### src/hw/icache_pkg.sv
// icache lookup package
// shared widths and encodings for the three-stage instruction cache lookup pipe

package icache_pkg;

  //======================================================================
  // address and line geometry
  //======================================================================
  parameter int ADDR_WIDTH     = 20;                          // byte address
  parameter int WORD_WIDTH     = 32;
  parameter int WORDS_PER_LINE = 4;
  parameter int LINE_WIDTH     = WORD_WIDTH * WORDS_PER_LINE; // 128 bit cache line
  parameter int OFFSET_WIDTH   = 4;                           // byte offset in a line
  parameter int ID_WIDTH       = 4;                           // requester transaction id

  //======================================================================
  // opcodes and results
  //======================================================================
  // lookup opcode on the request side
  typedef enum logic [0:0] {
    RD_LU   = 1'b0,   // read lookup
    FILL_LU = 1'b1    // line fill into a victim way
  } lu_op_e;

  // q3 response result
  typedef enum logic [1:0] {
    NO_RSP = 2'b00,
    HIT    = 2'b01,
    MISS   = 2'b10,
    FILL   = 2'b11
  } lu_result_e;

  // outward fill memory request, only the fill request exists
  typedef enum logic [0:0] {
    FILL_REQ_OP = 1'b0
  } fm_op_e;

endpackage

### src/hw/icache_rsp_stage.sv
// icache response stage (q3)
// line forwarding from q4, lookup response, outward fill request on an
// uncancelled read miss, and the data array write for fills

module icache_rsp_stage
  import icache_pkg::*;
#(
  parameter int NUM_SETS = 16,
  parameter int NUM_WAYS = 4,
  localparam int SET_W = $clog2(NUM_SETS),
  localparam int WAY_W = $clog2(NUM_WAYS),
  localparam int TAG_W = ADDR_WIDTH - OFFSET_WIDTH - SET_W
) (
  input  logic                    clk,
  input  logic                    rst,
  input  logic                    q3_valid,
  input  lu_op_e                  q3_op,
  input  logic [TAG_W-1:0]        q3_tag,
  input  logic [SET_W-1:0]        q3_set,
  input  logic [OFFSET_WIDTH-1:0] q3_offset,
  input  logic [ID_WIDTH-1:0]     q3_id,
  input  logic [LINE_WIDTH-1:0]   q3_line,
  input  logic                    q3_cancel,
  input  logic                    q3_hit,
  input  logic [WAY_W-1:0]        q3_way,
  input  logic [LINE_WIDTH-1:0]   rd_line,
  output logic                    wr_en,
  output logic [SET_W-1:0]        wr_set,
  output logic [WAY_W-1:0]        wr_way,
  output logic [LINE_WIDTH-1:0]   wr_line,
  output logic                    rsp_valid,
  output lu_op_e                  rsp_op,
  output lu_result_e              rsp_result,
  output logic [ID_WIDTH-1:0]     rsp_id,
  output logic [ADDR_WIDTH-1:0]   rsp_addr,
  output logic [LINE_WIDTH-1:0]   rsp_line,
  output logic                    fm_req_valid,
  output fm_op_e                  fm_req_op,
  output logic [ADDR_WIDTH-1:0]   fm_req_addr,
  output logic [ID_WIDTH-1:0]     fm_req_id
);

  logic                  q4_valid;       // a fill was written last cycle
  logic [SET_W-1:0]      q4_set;
  logic [WAY_W-1:0]      q4_way;
  logic [LINE_WIDTH-1:0] q4_line, cur_line;
  logic                  is_fill;

  //======================================================================
  // line forwarding, array read missed last cycle's fill write
  //======================================================================
  assign cur_line = (q4_valid && q4_set == q3_set && q4_way == q3_way) ? q4_line : rd_line;
  assign is_fill  = (q3_op == FILL_LU);

  //======================================================================
  // response and miss request
  //======================================================================
  assign rsp_valid  = q3_valid;
  assign rsp_op     = q3_op;
  assign rsp_id     = q3_id;
  assign rsp_addr   = {q3_tag, q3_set, q3_offset};
  assign rsp_result = !q3_valid ? NO_RSP :
                      is_fill   ? FILL   :
                      q3_hit    ? HIT    : MISS;
  assign rsp_line   = is_fill ? q3_line  :
                      q3_hit  ? cur_line : '0;   // zero on a miss

  assign fm_req_valid = q3_valid && !is_fill && !q3_hit && !q3_cancel;
  assign fm_req_op    = FILL_REQ_OP;
  assign fm_req_addr  = rsp_addr;
  assign fm_req_id    = q3_id;

  // fill write lands at the end of q3
  assign wr_en   = q3_valid && is_fill;
  assign wr_set  = q3_set;
  assign wr_way  = q3_way;
  assign wr_line = q3_line;

  always_ff @(posedge clk) begin
    if (rst) q4_valid <= 1'b0;
    else     q4_valid <= wr_en;
  end

  always_ff @(posedge clk) begin
    q4_set  <= wr_set;
    q4_way  <= wr_way;
    q4_line <= wr_line;
  end

endmodule

### config.mk
export PLATFORM = sky130hd
export DESIGN_NAME = icache_rsp_stage
export DESIGN_NICKNAME = d
export VERILOG_FILES = /design/src/hw/icache_pkg.sv /design/src/hw/icache_rsp_stage.sv
export SDC_FILE = /design/constraint.sdc
export NUM_CORES = 1
export LEC_CHECK = 0
export BUFFER_PORTS_ARGS = -buffer_cell sky130_fd_sc_hd__buf_4
export CORE_AREA = 2 2 237 239
export DETAILED_ROUTE_END_ITERATION = 7
export DIE_AREA = 0 0 239 241
export MAX_ROUTING_LAYER = met4
export PLACE_DENSITY_LB_ADDON = 0.3
export SYNTH_ARGS = -nofsm -noshare
export SYNTH_HDL_FRONTEND = slang
export SYNTH_SLANG_ARGS = --single-unit
### constraint.sdc
create_clock -name clk -period 1.7 [get_ports clk]
set_input_delay 0.085 -clock clk [delete_from_list [all_inputs] [get_ports clk]]
set_output_delay 0.085 -clock clk [all_outputs]
set_load 0.05 [all_outputs]
-- Word-level counts from Yosys, hierarchy flattened
Cells that the tools add are included.
Widths: inputs -> output; s select.
- flip-flop bits (word level): 135
- input port bits: 288
- output and inout bits: 317
- logic and storage cells: 21
- muxes and demuxes: 6
- reduce and logical (&&, ||, !) cells: 9
- eq/ne operators: 2
- operators with widths (operator ; number):
    $mux 128 ; 3
    $logic_and 1x1->1 ; 6
    $mux 2 ; 3
    $eq 4x4->1 ; 1
    $logic_not 1->1 ; 3
    $eq 2x2->1 ; 1

-- Depth between registers and ports, before layout
- depth after elaboration: 6
- gate-level depth with buffers: 6
- gate-level depth less buffers: 4

-- Least setup slack after synthesis
OpenSTA, ideal clock, no wires.
- path kind: input to output
- from: in q3_op
- to: out fm_req_valid
- cell stages on the path: 2
- slack: -282 ps
- required time: 1615 ps
- arrival: 1897 ps
- path through: clkbuf_1 > nor4b_1
- cells in the longest elaborated chain, start to end: 4
- RTL lines (element ; RTL line ; source):
    start, declared ; icache_rsp_stage.sv:17 ; input lu_op_e q3_op,
    $logic_not 1->1 ; icache_rsp_stage.sv:68 ; assign fm_req_valid = q3_valid && !is_fill && !q3_hit && !q3_cancel;
    $logic_and 1x1->1 (3 in series) ; icache_rsp_stage.sv:68 ;
    end, declared ; icache_rsp_stage.sv:37 ; output logic fm_req_valid,
No other way between the ends.

-- Worst setup path in the final report
- from: reg q4_way[1]
- to: out rsp_line[73]
- cells in the longest elaborated chain, start to end: 5
- RTL lines (element ; RTL line ; source):
    start, declared ; icache_rsp_stage.sv:45 ; logic [WAY_W-1:0] q4_way;
    start signal, assigned ; icache_rsp_stage.sv:86 ; q4_way <= wr_way;
    $eq 2x2->1 ; icache_rsp_stage.sv:52 ; assign cur_line = (q4_valid && q4_set == q3_set && q4_way == q3_way) ? q4_line : rd_line;
    $logic_and 1x1->1 ; icache_rsp_stage.sv:52 ;
    $mux 128 ; icache_rsp_stage.sv:52 ;
    $mux 128 ; icache_rsp_stage.sv:66 ; q3_hit ? cur_line : '0;
    $mux 128 ; icache_rsp_stage.sv:65 ; assign rsp_line = is_fill ? q3_line :
    end, declared ; icache_rsp_stage.sv:36 ; output logic [LINE_WIDTH-1:0] rsp_line,
No other way between the ends.

==> summary.txt <==
Outcome
  – Status: finished, violations left
  – Failing checks: negative setup slack

Floorplanning
  – Core area: 54900 um^2
  – Cell row count: 86
  – Die H: approximately 240 um
  – Initial core utilization: roughly 12%
  – Die W: between 200 and 250 um
  – Die ar.: 57600 um^2
  – I/O pin cnt: 605

Cells and area
  – Finished Core Util: about a quarter
  – Area added between synthesis and finish: 92.4%
  – Multi-input gate area: between 2000 and 2500 um^2
  – Total area of sequential cells: 2700 um^2
  – Fin nets: roughly 1400
  – Post-Layout Inst Area: 12900 um^2
  – Share of cells above drive strength 1: between 60% and 70%
  – Fill count: just under 6000

Pwr
  – P_leak: approximately 5.9 nW
  – Comb pwr share: 34.4%
  – Int Pwr: 7.25 mW
  – Maximum VDD drop: ~0.00074 V
  – Clock power frac: about a third
  – PD cells: 863 nW/um^2
  – Net Sw Frac: 35.0%
  – Sequential Power Share: a little over 30%
  – Net Switching: about 4 mW

Placed design
  – Dpl hpwl: approximately 23000 um
  – GP Congestion: roughly 0.76
  – Count of input and output buffers: roughly 540
  – Placed cell areas: between 10000 and 15000 um^2

STA
  – Period minus WS final: roughly 2.3 ns
  – Fmax: 0.427 GHz
  – Final setup fails: 128
  – Max Slew Vio Count: 0
  – WHS: 0.0801 ns
  – Final WS setup: -0.644 ns
  – RSZ-0062 raised after global routing: yes
  – Final period utilization: 138%
  – Final hold violations: 0
  – Worst rel slew slack: between 60% and 70%
  – Worst-Margin Slew: 0.597 ns

Synthesis
  – Synth Instances: 635
  – Yosys top cell area share: between 40% and 50%
  – Post-Syn Nets: 923
  – Number of synthesized flops with an enable pin: 0
  – Distinct cells, synth: 19
  – Cell Area, Synth: 6720 um^2
  – Synth Register Bits: around 140
  – Main area contributors after synthesis: dfxtp_1 40%, buf_4 21%, a221o_1 19%
  – Average size of a mapped cell: approximately 11 um^2
  – Synth area leader: dfxtp_1
  – Top FF cell, synth: dfxtp_1
  – Synth cell count leaders: 187 x buf_4, 135 x dfxtp_1, 130 x and2_1
  – Ys Warns: 0
  – Seq/Total Area, Yosys: between 40% and 50%
  – Count leader, synth: buf_4
  – Async SR Flop Fraction: 0%

Global routing
  – Grt total ovfl: 0
  – Vias in the first global route: between 6000 and 7000
  – Largest net degree at the start of global routing: between 70 and 80
  – Initial antenna violation count: 1
  – Gr usage total: roughly a tenth
  – First-pass GRT wire length: 41200 um

Routing
  – # DRC: 0
  – Routed wire length: between 30000 and 40000 um
  – Routed Antenna Nets: 0
  – DR pass1 iterations: 4
  – DR vias: ~6600
  – Post-DR vias/cell: approximately 3.5
  – Avg WL per Cell: approximately 17 um
  – First DRT Iteration DRCs: 188

CTS
  – CTS Buf Count: 17
  – Clock sinks: around 140
  – Root Driver: clkbuf_16
  – CTS H-tree depth: 4
  – Clk slew on worst S/H paths: approximately 0.070 ns
  – CTS tree: yes
  – Clock buffer depth: 2

Setup path
  – Crit path to: rsp_line[73]
  – Crit path kind: flip-flop to primary output
  – Critical Path Fanout Max: 9
  – CP endpoint kind: primary output
  – Arrival time of the worst setup path: about 2.3 ns
  – Startpoint types: flip-flop
  – Critical path required time: 1.62 ns
  – Crit. Startpoint: q4_way[1]

Job
  – Max Cap Viol: 0

Hold path
  – Worst hold-check path type: input pin to flip-flop
==> per-stage QoR <==
stage,TNS [ns],cells,setup WS [ns],power [mW]
2_1_floorplan,0,635,0.0707,5.99
3_3_place_gp,-15.82,1682,-0.173,6.82
3_5_place_dp,-13.13,1682,-0.153,6.83
4_1_cts,-81.59,1852,-0.678,11.3
5_1_grt,-96.77,1860,-0.779,11.7
6_report,-79.35,1860,-0.644,11.2
==> layer usage <==
layer,wire (um),up-vias,track usage (%),share of wire [%]
li1,-,3115,-,-
met1,11100,3028,9.26,35
met2,16600,345,18.1,52
met3,2690,76,4.14,8.5
met4,1320,0,6.25,4.1
met5,0,-,-,0
==> layout make-up <==
type                            count  share of cell area, %
Timing Repair Buffer              715                   49.1
Sequential cell                   135                   20.9
Multi-Input combinational cell    273                   18.5
Tap cell                          704                   6.81
Clock buffer                       18                   3.32
Clock inverter                     14                   1.34
Antenna cell                        1                 0.0194
==> how the worst min path moves through the flow <==
| stage | cells after the start | from | to |
|---|---|---|---|
| after floorplan | 0 | q3_line[0] | q4_line[0] |
| after global placement | 0 | q3_tag[7] | fm_req_addr[15] |
| after detailed placement | 0 | q3_tag[7] | fm_req_addr[15] |
| after CTS | 3 | q3_valid | q4_valid |
| after global routing | 3 | q3_valid | q4_valid |
| final | 3 | q3_valid | q4_valid |
==> worst max-delay path, stage by stage (launching register included) <==
cell and delay, ns:
dfxtp_1 0.31, xor2_1 0.14, nor3_2 0.21, buf_4 0.15
a21oi_4 0.05, buf_12 0.17, clkbuf_16 0.19, a221o_2 0.41
buf_6 0.16
==> power groups by stage <==
stage | logic, mW | registers, mW | clock network, mW
floorplan | 2.55 | 3.44 | 0
detailed placement | 3.37 | 3.45 | 0
global route | 4.01 | 3.39 | 4.27
global placement | 3.37 | 3.45 | 0
CTS | 3.74 | 3.38 | 4.16
finish | 3.84 | 3.38 | 3.94
==> registers in the layout, indices dropped and copies added, names as in the netlist <==
register  flops
q4_set        4
q4_valid      1
q4_line     128
q4_way        2
==> cell families after synthesis <==
kind of cell / Yosys count / share of synthesized area [%]
AOI/OAI and AO/OA: 130 / 19.3
other: 1 / 0.0558
xor gates and xnor gates: 6 / 0.782
buffers and inverters: 227 / 26.7
and+or+nand+nor: 136 / 12.9
DFF: 135 / 40.2
==> what timing repair did <==
| action | CTS | global route |
|---|---|---|
| resized for setup | 77 | 52 |
| setup buffers | 3 | 1 |
| gates cloned | 0 | 6 |
| hold endpoints to repair | 135 | 0 |
| hold buffers | 135 | 0 |
| endpoints found under the setup margin | 128 | 128 |
| pin swaps | 1 | 6 |
==> cell usage in the layout (no fill, tap or decap) <==
cell type / synthesis / routed
clkinv_2: 0 / 3
clkinvlp_4: 0 / 2
dlygate4sd3_1: 0 / 135
xor2_1: 3 / 3
and4b_4: 1 / 1
bufinv_16: 0 / 3
and4_4: 1 / 1
conb_1: 1 / 1
nor2b_1: 1 / 1
xnor2_1: 3 / 3
nor3_2: 1 / 1
buf_4: 187 / 441
o21a_1: 1 / 1
and2_1: 130 / 130
a221o_2: 0 / 120
buf_6: 15 / 127
clkbuf_16: 0 / 20
a221o_1: 128 / 8
dfxtp_1: 135 / 135
buf_16: 0 / 1
diode_2: 0 / 1
nor4b_2: 0 / 1
clkinv_4: 0 / 2
nand2b_1: 1 / 1
a21oi_4: 0 / 1
clkbuf_1: 14 / 1
inv_6: 0 / 4
buf_12: 1 / 8
Power figures use the tool's default switching activity.
