[src/hw/icache_pkg.sv]
// icache lookup package
// shared widths and encodings for the three-stage instruction cache lookup pipe

package icache_pkg;

  //======================================================================
  // address and line geometry
  //======================================================================
  parameter int ADDR_WIDTH     = 20;                          // byte address
  parameter int WORD_WIDTH     = 32;
  parameter int WORDS_PER_LINE = 4;
  parameter int LINE_WIDTH     = WORD_WIDTH * WORDS_PER_LINE; // 128 bit cache line
  parameter int OFFSET_WIDTH   = 4;                           // byte offset in a line
  parameter int ID_WIDTH       = 4;                           // requester transaction id

  //======================================================================
  // opcodes and results
  //======================================================================
  // lookup opcode on the request side
  typedef enum logic [0:0] {
    RD_LU   = 1'b0,   // read lookup
    FILL_LU = 1'b1    // line fill into a victim way
  } lu_op_e;

  // q3 response result
  typedef enum logic [1:0] {
    NO_RSP = 2'b00,
    HIT    = 2'b01,
    MISS   = 2'b10,
    FILL   = 2'b11
  } lu_result_e;

  // outward fill memory request, only the fill request exists
  typedef enum logic [0:0] {
    FILL_REQ_OP = 1'b0
  } fm_op_e;

endpackage

[src/hw/icache_tag_stage.sv]
// icache tag stage (q2)
// set forwarding from q3, tag compare, fill victim choice and bit-flip
// pseudo-LRU update, set write-back, data array read and q2 to q3 register

module icache_tag_stage
  import icache_pkg::*;
#(
  parameter int NUM_SETS = 16,
  parameter int NUM_WAYS = 4,
  localparam int SET_W = $clog2(NUM_SETS),
  localparam int WAY_W = $clog2(NUM_WAYS),
  localparam int TAG_W = ADDR_WIDTH - OFFSET_WIDTH - SET_W
) (
  input  logic                           clk,
  input  logic                           rst,
  input  logic                           q2_valid,
  input  lu_op_e                         q2_op,
  input  logic [TAG_W-1:0]               q2_tag,
  input  logic [SET_W-1:0]               q2_set,
  input  logic [OFFSET_WIDTH-1:0]        q2_offset,
  input  logic [ID_WIDTH-1:0]            q2_id,
  input  logic [LINE_WIDTH-1:0]          q2_line,
  input  logic                           q2_cancel,
  input  logic [NUM_WAYS-1:0][TAG_W-1:0] rd_tags,
  input  logic [NUM_WAYS-1:0]            rd_valid,
  input  logic [NUM_WAYS-1:0]            rd_mru,
  output logic                           wr_en,
  output logic [SET_W-1:0]               wr_set,
  output logic [NUM_WAYS-1:0][TAG_W-1:0] wr_tags,
  output logic [NUM_WAYS-1:0]            wr_valid,
  output logic [NUM_WAYS-1:0]            wr_mru,
  output logic [SET_W-1:0]               cl_rd_set,
  output logic [WAY_W-1:0]               cl_rd_way,
  output logic                           q3_valid,
  output lu_op_e                         q3_op,
  output logic [TAG_W-1:0]               q3_tag,
  output logic [SET_W-1:0]               q3_set,
  output logic [OFFSET_WIDTH-1:0]        q3_offset,
  output logic [ID_WIDTH-1:0]            q3_id,
  output logic [LINE_WIDTH-1:0]          q3_line,
  output logic                           q3_cancel,
  output logic                           q3_hit,   // read hit only
  output logic [WAY_W-1:0]               q3_way    // hit way or fill victim
);

  logic [NUM_WAYS-1:0][TAG_W-1:0] set_tags, fwd_tags;  // fwd_* = set written last cycle
  logic [NUM_WAYS-1:0]            set_valid, set_mru, fwd_valid, fwd_mru;
  logic [NUM_WAYS-1:0]            hit_vec, hit_one, vic_one;
  logic [WAY_W-1:0]               hit_way, free_way, lru_way, vic_way;
  logic                           set_hazard, rd_hit, is_fill;

  //======================================================================
  // set forwarding, q3 wrote this set at the edge our read was taken
  //======================================================================
  assign set_hazard = q3_valid && (q3_set == q2_set);
  assign set_tags   = set_hazard ? fwd_tags  : rd_tags;
  assign set_valid  = set_hazard ? fwd_valid : rd_valid;
  assign set_mru    = set_hazard ? fwd_mru   : rd_mru;

  //======================================================================
  // tag compare and victim choice
  //======================================================================
  assign is_fill = (q2_op == FILL_LU);

  always_comb begin
    hit_way  = '0;
    free_way = '0;
    lru_way  = '0;
    // scan downwards so the lowest way wins
    for (int w = NUM_WAYS-1; w >= 0; w--) begin
      hit_vec[w] = set_valid[w] && (set_tags[w] == q2_tag);
      if (hit_vec[w])    hit_way  = WAY_W'(w);
      if (!set_valid[w]) free_way = WAY_W'(w);
      if (!set_mru[w])   lru_way  = WAY_W'(w);  // flip guarantees one exists
    end
  end

  assign rd_hit  = !is_fill && (|hit_vec);
  assign vic_way = (&set_valid) ? lru_way : free_way;  // free way first
  assign hit_one = NUM_WAYS'(1) << hit_way;
  assign vic_one = NUM_WAYS'(1) << vic_way;

  //======================================================================
  // set update, written back for every valid lookup
  //======================================================================
  always_comb begin
    wr_tags  = set_tags;
    wr_valid = set_valid;
    wr_mru   = set_mru;
    if (rd_hit) wr_mru = set_mru | hit_one;
    if (is_fill) begin
      wr_tags[vic_way] = q2_tag;
      wr_valid         = set_valid | vic_one;
      wr_mru           = set_mru | vic_one;
    end
    if (&wr_mru) wr_mru = rd_hit ? hit_one : vic_one;  // bit flip, keep only newest
  end

  assign wr_en  = q2_valid;
  assign wr_set = q2_set;

  // data array read, the fill address is carried on for the q3 write
  assign cl_rd_set = q2_set;
  assign cl_rd_way = is_fill ? vic_way : hit_way;

  //======================================================================
  // q2 -> q3
  //======================================================================
  always_ff @(posedge clk) begin
    if (rst) q3_valid <= 1'b0;
    else     q3_valid <= q2_valid;
  end

  always_ff @(posedge clk) begin
    q3_op     <= q2_op;
    q3_tag    <= q2_tag;
    q3_set    <= q2_set;
    q3_offset <= q2_offset;
    q3_id     <= q2_id;
    q3_line   <= q2_line;
    q3_cancel <= q2_cancel;
    q3_hit    <= rd_hit;
    q3_way    <= cl_rd_way;
    fwd_tags  <= wr_tags;    // used only when q3_valid
    fwd_valid <= wr_valid;
    fwd_mru   <= wr_mru;
  end

endmodule

[config.mk]
export PLATFORM = sky130hd
export DESIGN_NAME = icache_tag_stage
export DESIGN_NICKNAME = d
export VERILOG_FILES = /design/src/hw/icache_pkg.sv /design/src/hw/icache_tag_stage.sv
export SDC_FILE = /design/constraint.sdc
export NUM_CORES = 1
export LEC_CHECK = 0
export ABC_AREA = 1
export CAP_MARGIN = 20
export CORE_AREA = 5 5 165 167
export CTS_CLUSTER_DIAMETER = 100
export CTS_CLUSTER_SIZE = 25
export DETAILED_ROUTE_END_ITERATION = 10
export DIE_AREA = 0 0 170 172
export DONT_BUFFER_PORTS = 1
export GPL_ROUTABILITY_DRIVEN = 0
export GPL_TIMING_DRIVEN = 0
export MAX_ROUTING_LAYER = met4
export PLACE_DENSITY_LB_ADDON = 0.25
export SYNTH_ARGS = -nofsm -noshare
export SYNTH_HDL_FRONTEND = slang
export SYNTH_SLANG_ARGS = --single-unit
[constraint.sdc]
create_clock -name clk -period 3.1 [get_ports clk]
set_input_delay 0.62 -clock clk [delete_from_list [all_inputs] [get_ports clk]]
set_output_delay 0.62 -clock clk [all_outputs]
set_load 0.02 [all_outputs]
## After elaboration in Yosys (flattened, before gate mapping)

Index checks and enable logic that the tools add are counted.

| operators by class | value |
|---|---|
| bitwise gates (word level) | 3 |
| order comparisons | 2 |
| divide/modulo/power cells | 0 |
| shifts and indexed selects | 2 |
| multiplexer cells | 26 |
| $add $sub $neg | 0 |
| multiply operators | 0 |
| equality and inequality tests | 5 |
| reduce and logical (&&, ||, !) cells | 11 |

Operators with widths:

| kind | count |
|---|---|
| $mux 48 | 2 |
| $bwmux 48 | 1 |
| $eq 12x12->1 | 4 |
| $mux 2 | 14 |
| $mux 4 | 7 |
| $demux 12 s2 | 1 |
| $mux 12 | 1 |
| $or 4x4->4 | 3 |
| $reduce_and 4->1 | 2 |
| $shl 1x2->4 const A | 2 |
| $logic_and 1x1->1 | 7 |
| $eq 4x4->1 | 1 |
| $reduce_or 4->1 | 1 |
| $lt 2x3->1 const B | 1 |
| $ge 2x1->1 const B | 1 |
| $logic_not 1->1 | 1 |

| word-level totals | value |
|---|---|
| bits in latches | 0 |
| register bits | 214 |
| memories kept | 0 |
| bits of input ports | 213 |
| memory bits (read-only) | 0 |
| RAM bits | 0 |
| logic and storage cells | 65 |

## Depth between registers and ports, before layout

Gate-level depths: netlist (run 1).

| logic depth | value |
|---|---|
| depth in word-level cells | 15 |
| depth in mapped cells | 23 |
| gate-level depth less buffers | 22 |

## Least setup slack after synthesis (run 1)

No wires, ideal clock.

| timing path | value |
|---|---|
| path type | input to output |
| from | input q2_set[3] |
| to | output wr_tags[35] in the netlist's numbering |
| data required time | 2480 ps |
| arrival time | 2704 ps |
| stages | 16 |
| slack | -224 ps |
| buffers on the path | 2 |
| cell sequence | inv_1 nand2_1 nand2_1 nor2_4 nand3_2 inv_2 buf_4 nand2_1 nand2_1 nand2_1 nand3_1 nand2_2 nor2_1 inv_1 clkbuf_1 o21ai_0 |

RTL lines:

| what | line | text |
|---|---|---|
| from (decl) | icache_tag_stage.sv:19 | `input logic [SET_W-1:0] q2_set,` |
| to (decl) | icache_tag_stage.sv:29 | `output logic [NUM_WAYS-1:0][TAG_W-1:0] wr_tags,` |

## Final worst setup path (run 1)

| timing path | value |
|---|---|
| from | register q3_set[2] |
| to | output wr_mru[2] |

| between the ends | value |
|---|---|
| longest elaborated chain between the ends | 15 |
| elaborated cells on any way between the ends | 38 |
| classes of those cells | eq/ne (5); shift (2); mux (20); bitwise (2); reduce/logical (9) |

RTL lines:

| what | line | text |
|---|---|---|
| from (decl) | icache_tag_stage.sv:37 | `output logic [SET_W-1:0] q3_set,` |
| from (signal assigned) | icache_tag_stage.sv:117 | `q3_set <= q2_set;` |
| $eq 4x4->1 (*) | icache_tag_stage.sv:55 | `assign set_hazard = q3_valid && (q3_set == q2_set);` |
| $logic_and 1x1->1 (*) | icache_tag_stage.sv:55 |  |
| $mux 48 | icache_tag_stage.sv:56 | `assign set_tags = set_hazard ? fwd_tags : rd_tags;` |
| $eq 12x12->1 | icache_tag_stage.sv:71 | `hit_vec[w] = set_valid[w] && (set_tags[w] == q2_tag);` |
| $logic_and 1x1->1 | icache_tag_stage.sv:71 |  |
| $mux 2 (4 in a row) | icache_tag_stage.sv:72 | `if (hit_vec[w]) hit_way = WAY_W'(w);` |
| $shl 1x2->4 | icache_tag_stage.sv:80 | `assign hit_one = NUM_WAYS'(1) << hit_way;` |
| $or 4x4->4 | icache_tag_stage.sv:90 | `if (rd_hit) wr_mru = set_mru \| hit_one;` |
| $mux 4 | icache_tag_stage.sv:90 |  |
| $mux 4 | icache_tag_stage.sv:91 | `if (is_fill) begin` |
| $reduce_and 4->1 | icache_tag_stage.sv:96 | `if (&wr_mru) wr_mru = rd_hit ? hit_one : vic_one;` |
| $mux 4 (*) | icache_tag_stage.sv:96 |  |
| to (decl) | icache_tag_stage.sv:31 | `output logic [NUM_WAYS-1:0] wr_mru,` |

Mark *: on every way between the ends. The rest lies on a longest branch, timed or not.

==> flow_summary.yaml, run 1 <==
die:
  initial_core_utilization_pct: 27.8
  core_um2: 25600
  die_x_um: 170
  chipHeight_um: 172
  boundaryPins: 438
  die_area_um2: 29200
  fp-row-count: 59
grt:
  grt_start_max_net_pins: 26
  met2_layer_usage_reported_by_global_route_pct: 39.1
  gr-usage-met1_pct: 21.8
  grt_first_pass_wirelength_um: 44700
  grt_antenna_before_repair: 27
  global_route.peak_usage_layer: "met2"
  grtUsageTotal_pct: 21.8
  grtUsageMet3_pct: 8.76
  grt_pass1_vias: 6106
  grt-ovfl-total: 0
drt:
  drt_iter0_markers: 458
  firstDrtPassIters: 5
  routed_wirelength_um: 33800
  routed_via_density: 4.88
  post_drt_wl_per_cell_um: 26.3
  detail_route.drc_violations: 0
  final_antenna_net_count: 0
  dr_total_vias: 6282
pwr:
  p_leak_nw: 4.49
  vdd_drop_max_v: 0.000530
  internal_pwr_total_mw: 4.17
  net-switching-power_mw: 1.87
  power.share.clock_pct: 33.4
  power_frac_seq_pct: 52.2
  sw_frac_of_total_pct: 31.0
  ratio_of_total_power_to_cell_area_nw_per_um2: 604
  combinationalPowerShare_pct: 14.3
logic_synthesis:
  dominant_cells_by_area_after_synthesis: "dfxtp_1, nand2_1, nand3_1"
  netlist_area_um2: 7120
  synthDominantCellAreaShare_pct: 60.2
  synthesis.area_per_instance_um2: 8.31
  synthDominantAreaCellType: "dfxtp_1"
  synth_seq_area_share_pct: 60.2
  synth-warning-count: 0
  synthCells: 856
  synth.distinct_cells: 22
  mappedNetlistNets: 1069
  postSynthRegisterBits: 214
timing:
  max_freq_mhz: 262
  slew_violations: 0
  finClkSkew_ps: 20.7
  final_hold_viol_count: 0
  worst_pin_slew_ps: 775
  setup_slack_ps: -722
  finalCritPeriodShare_pct: 123
  layout_min_cycle_time_ps: 3820
  setup_violations: 57
  setup_repair_after_global_routing_missed_its_margin: "yes"
  maxSlewHeadroom_pct: 48.3
cts:
  cts_max_level: 1
  num_cts_buffers: 14
  clkLatencyLatePin_ps: 500
  hold_buffers: 0
  max-clock-path-buffers: 3
  clock_sinks: 214
  root_buffer: "clkbuf_16"
  tritoncts: "done"
  worst_setup_hold_path_clk_slew_ps: 100
placement:
  portBuffers: 0
  place.detailed.hpwl_um: 25700
  total_placed_instance_area_um2: 7620
setup_path:
  r2r-start: "q3_set[2]$_DFF_P_"
  timing.critical_path.from_type: "register"
  reg2reg_to: "fwd_mru[3]$_DFF_P_"
  worstSetupPathType: "reg -> out"
  worst_ep_arrival_time_ps: 3200
  required_ps: 2480
  crit_path_max_fanout: 8
  category_of_the_worst_setup_path_capture_point: "primary output"
  worstRegToRegCells: 21
  r2r_setup_slack_ps: 280
status:
  violated_checks: "setup timing"
  outcome: "finished with violations"
final_layout:
  share_of_cells_above_drive_strength_1_pct: 32.8
  layout.cell_area.non_filler_um2: 10000
  fin_nets: 1129
  area_added_between_synthesis_and_finish_pct: 40.7
  final_core_util_pct: 39.1
hold_path:
  whs_path_depth: 0
  hold_path_startpoint: "q2_line[71]"
  hold_path_end: "q3_line[71]$_DFF_P_"
  worstHoldPathType: "in -> reg"
flow_run:
  timing.max_cap.violations: 0
[metal layers]
metal,part of all wire [%],routed length (um),up-vias
met5,0,0,-
met4,3.3,1120,0
met3,11,3710,76
met2,52,17500,368
met1,34,11500,2941
li1,-,-,2897
[synthesized netlist by cell type (all sizes together)]
library cell and n:
nand2 320, dfxtp 214, nand3 74, inv 60
o21ai 54, nand4 44, nor2 44, buf 26
clkbuf 12, a21oi 3, and2 1, nand3b 1
o211ai 1, o21a 1, or2 1
[cells by family (layout without fill, tap and decap cells)]
group	count (synthesis)	in the layout	synth area share (%)
buffers and inverters	98	164	6.45
AO/OA/AOI/OAI	59	59	4.22
flip-flops	214	214	60.2
other	0	29	0
AND/OR/NAND/NOR	485	485	29.1
[state kept, by name, summed over array words and instances, names as in the netlist, 2 cells and up]
name and flops:
q3_line 128, q3_set 4, fwd_valid 4, q3_way 2, q3_id 4, fwd_tags 48
fwd_mru 4, q3_tag 12, q3_offset 4
[area by class of cell]
class	count	area (um^2)
clock inverters	5	71.3
plain buffers	37	464
well taps	335	419
multi-input cells	544	3500
repair buffers	45	546
inverters	60	240
flip-flops and latches	214	4300
diodes	29	72.6
fillers	2476	15600
clock buffers	17	393
[cells in the final DEF (no fill, tap or decap), types with 10 or more instances in the layout]
cell type / n
nand2_1: 237
nand2_4: 17
buf_12: 12
nand3_1: 56
dfxtp_1: 209
clkbuf_16: 26
nor2_4: 10
diode_2: 29
buf_6: 10
nand2_2: 63
nor2_1: 19
nor2_2: 15
o21ai_4: 48
nand3_2: 13
buf_4: 37
inv_1: 48
nand4_1: 44
[through the flow]
stage	worst slack (ps)	setup TNS (ps)	hold WS, ps	total power [mW]	cells
5_1_grt	-904	-41030	110	6.27	1284
3_5_place_dp	-1340	-86380	648	3.81	1191
6_report	-722	-33220	137	6.04	1286
3_3_place_gp	-1340	-85450	648	3.80	1191
4_1_cts	-805	-38090	116	6.02	1241
2_1_floorplan	-113	-1710	598	3.60	856
[critical path: stages (launching register included)]
cell and delay (ps):
dfxtp_4 420, nand2_1 70, inv_2 70, nor2_4 40, nor2_4 170, nand3_4 150
buf_12 190, clkbuf_16 160, nand2_1 80, nand2_1 70, nand2_1 70, nand2_1 90
nor2_2 130, nand2_1 80, nor2_2 100, nand2_1 80, nand2_2 70, nand2_2 80
nor2_2 110, nand2_2 80, nand2_4 100, nand4_1 160, nand2_4 140
[power by group through the flow]
stage / Clock [mW] / Combinational [mW] / Sequential, mW
after detailed placement: 0 / 0.576 / 3.23
after floorplan: 0 / 0.426 / 3.17
final: 2.02 / 0.867 / 3.16
after global placement: 0 / 0.573 / 3.23
after CTS: 2.06 / 0.786 / 3.17
after global routing: 2.18 / 0.917 / 3.17
[worst max-delay path by stage]
stage | endpoint | cells after the start | startpoint
2_1_floorplan | wr_tags[12] | 16 | q2_set[3]
3_3_place_gp | wr_tags[31] | 16 | q2_set[3]
3_5_place_dp | wr_tags[31] | 16 | q2_set[3]
4_1_cts | wr_mru[3] | 23 | q3_set[2]$_DFF_P_
5_1_grt | wr_mru[2] | 21 | q3_set[2]$_DFF_P_
6_report | wr_mru[2] | 22 | q3_set[2]$_DFF_P_
[what timing repair did]
item                                    4_1_cts  5_1_grt
setup buffers                                23       14
pin swaps                                    45       48
gates cloned                                  5        4
endpoints found under the setup margin      111       61
resized for setup                           262       76
Power figures use the tool's default switching activity.
==> run 2, diff against run 1 <==
Settings changed: CELL_PAD_IN_SITES_DETAIL_PLACEMENT set to 1, CELL_PAD_IN_SITES_GLOBAL_PLACEMENT set to 1.
==> run 2 against run 1 <==
Worst hold slack lost 2.4 ps. Setup slack worse by 56 ps. Global-route usage is 2.3 points higher. Die area is the same. Sequential power barely moved. The run still ends with setup timing left. Design area increased by 0.21%. Wire length rose by 9.7%. Non-clock buffer count up 7. Clock-buffer cell count shrank 3. Flip-flop and latch count is the same.
==> flow_summary.yaml, run 2 (synthesized netlist as in run 1, its figures left out) <==
status:
  outcome: "finished with violations"
  violated_checks: "setup timing"
setup_path:
  cp_cell_sequence: "inv_2 -> nand2_2 -> nand2_2 -> nor2_4 -> nand3_4 -> buf_12 -> buf_8 -> nand2_4 -> nand2_2 -> nand2_1 -> nand2_1 -> nor2_2 -> nand2_1 -> nor2_2 -> nand2_4 -> inv_4 -> nand2_2 -> nand2_2 -> nand2_2 -> nand2_4 -> nand4_1 -> nand2_4"
  cp_num_buf_inv: 4
  worst_ep_arrival_time_ps: 3260
  crit_path_max_fanout: 7
  required_ps: 2480
  critical_path.top_delay_family: "simple AND/OR/NAND/NOR gates"
  cpMaxStageDelayCell: "dfxtp_4"
  crit_path_max_incr_delay_ps: 410
  worstSetupPathType: "reg -> out"
  critical_path.most_common_cell: "nand2_2"
  timing.critical_path.from_type: "register"
  category_of_the_worst_setup_path_capture_point: "primary output"
flow_run:
  timing.max_cap.violations: 0
die:
  die_x_um: 170
  fp-row-count: 59
  boundaryPins: 438
  core_um2: 25600
  chipHeight_um: 172
  die_area_um2: 29200
  initial_core_utilization_pct: 27.8
timing:
  setup_repair_after_global_routing_missed_its_margin: "yes"
  layout_min_cycle_time_ps: 3880
  setup_slack_ps: -778
  setup_violations: 57
  finalCritPeriodShare_pct: 125
  maxSlewHeadroom_pct: 54.1
  slew_violations: 0
  final_hold_viol_count: 0
  finClkSkew_ps: 18.2
  worst_pin_slew_ps: 688
  max_freq_mhz: 258
final_layout:
  final.fill_count: 2901
  layout.cell_area.non_filler_um2: 10000
  fin_nets: 1135
  area_added_between_synthesis_and_finish_pct: 41.0
  max_flop_register: "q3_line"
  mostFrequentLayoutCells: "nand2_1, dfxtp_1, nand2_2"
  final_core_util_pct: 39.2
  post_layout_nonfiller_instances: 1284
  biggestRegsByFlops: "q3_line (128), fwd_tags (48), q3_tag (12)"
  largest_register_ffs: 128
  final_common_cell: "nand2_1"
  multi_input_area_um2: 3570
  share_of_cells_above_drive_strength_1_pct: 34.7
  seqCellArea_um2: 4300
cts:
  cts_max_level: 1
  clock_sinks: 214
  worst_setup_hold_path_clk_slew_ps: 100
  num_cts_buffers: 13
  max-clock-path-buffers: 3
  root_buffer: "clkbuf_16"
  hold_buffers: 0
  tritoncts: "done"
  clkLatencyLatePin_ps: 500
drt:
  routed_via_density: 5.01
  detail_route.drc_violations: 0
  firstDrtPassIters: 4
  routed_wirelength_um: 37100
  final_antenna_net_count: 0
  drt_iter0_markers: 387
  dr_total_vias: 6435
  post_drt_wl_per_cell_um: 28.9
hold_path:
  worstHoldPathType: "in -> reg"
placement:
  portBuffers: 0
  place.detailed.hpwl_um: 27900
  total_placed_instance_area_um2: 7620
  number_of_placed_instances_with_taps_included: 1191
pwr:
  power_mw: 5.92
  p_leak_nw: 4.52
  vdd_drop_max_v: 0.000478
  ratio_of_total_power_to_cell_area_nw_per_um2: 590
grt:
  grt_first_pass_wirelength_um: 49200
  grt_pass1_vias: 6712
  grt_start_max_net_pins: 26
  grt_antenna_before_repair: 25
  grt-ovfl-total: 0
  grtUsageTotal_pct: 24.1
run 2: cell count changes in the layout (fill, tap and decap cells not counted), moves of 3 or more:
cell,delta
buf_16,+3
buf_4,+9
clkbuf_16,-6
diode_2,-6
nand2_1,-16
nand2_2,+9
nand2_4,+8
o21ai_1,+3
run 2: area by class of cell:
class | instances | share of cell area (%)
Buffer | 38 | 4.55
Sequential cell | 214 | 42.8
Tap cell | 335 | 4.18
Antenna cell | 23 | 0.574
Clock inverter | 5 | 0.499
Multi-Input combinational cell | 544 | 35.6
Inverter | 60 | 2.57
Timing Repair Buffer | 51 | 5.84
Clock buffer | 14 | 3.38
run 2: what timing repair did:
action,in CTS,in global routing
setup buffers,32,12
pin swaps,69,59
gates cloned,6,1
endpoints found under the setup margin,113,61
resized for setup,286,79
run 2: path summary, 6_finish.rpt:
path | endpoint | depth (start not counted) | slack [ps] | start
worst max-delay path | wr_mru[1] | 22 | -780 | q3_set[1]$_DFF_P_
worst max register to register | fwd_mru[3]$_DFF_P_ | 20 | 240 | q3_set[1]$_DFF_P_
worst min register to register | fwd_valid[1]$_DFF_P_ | 2 | 590 | fwd_valid[1]$_DFF_P_
worst min-delay path | q3_line[67]$_DFF_P_ | 0 | 130 | q2_line[67]
run 2: power by group:
group,switching (mW),total [mW],internal [mW],leakage (nW)
combinational,0.602,0.895,0.292,2.52
sequential,0.234,3.16,2.93,1.81
clock,1.03,1.86,0.825,0.194
run 2: per-stage QoR:
stage | setup TNS (ps) | hold slack [ps] | setup slack (ps)
2_1_floorplan | -1710 | 598 | -113
3_3_place_gp | -93650 | 648 | -1430
3_5_place_dp | -96840 | 648 | -1430
4_1_cts | -35430 | 108 | -800
5_1_grt | -42680 | 103 | -936
6_report | -35050 | 135 | -778
run 2: metal layers:
layer  wire length [um]  GRT usage [%]
met4               1610           9.41
met2              19100           42.2
met3               3470           8.78
met5                  0              -
met1              12900           24.8
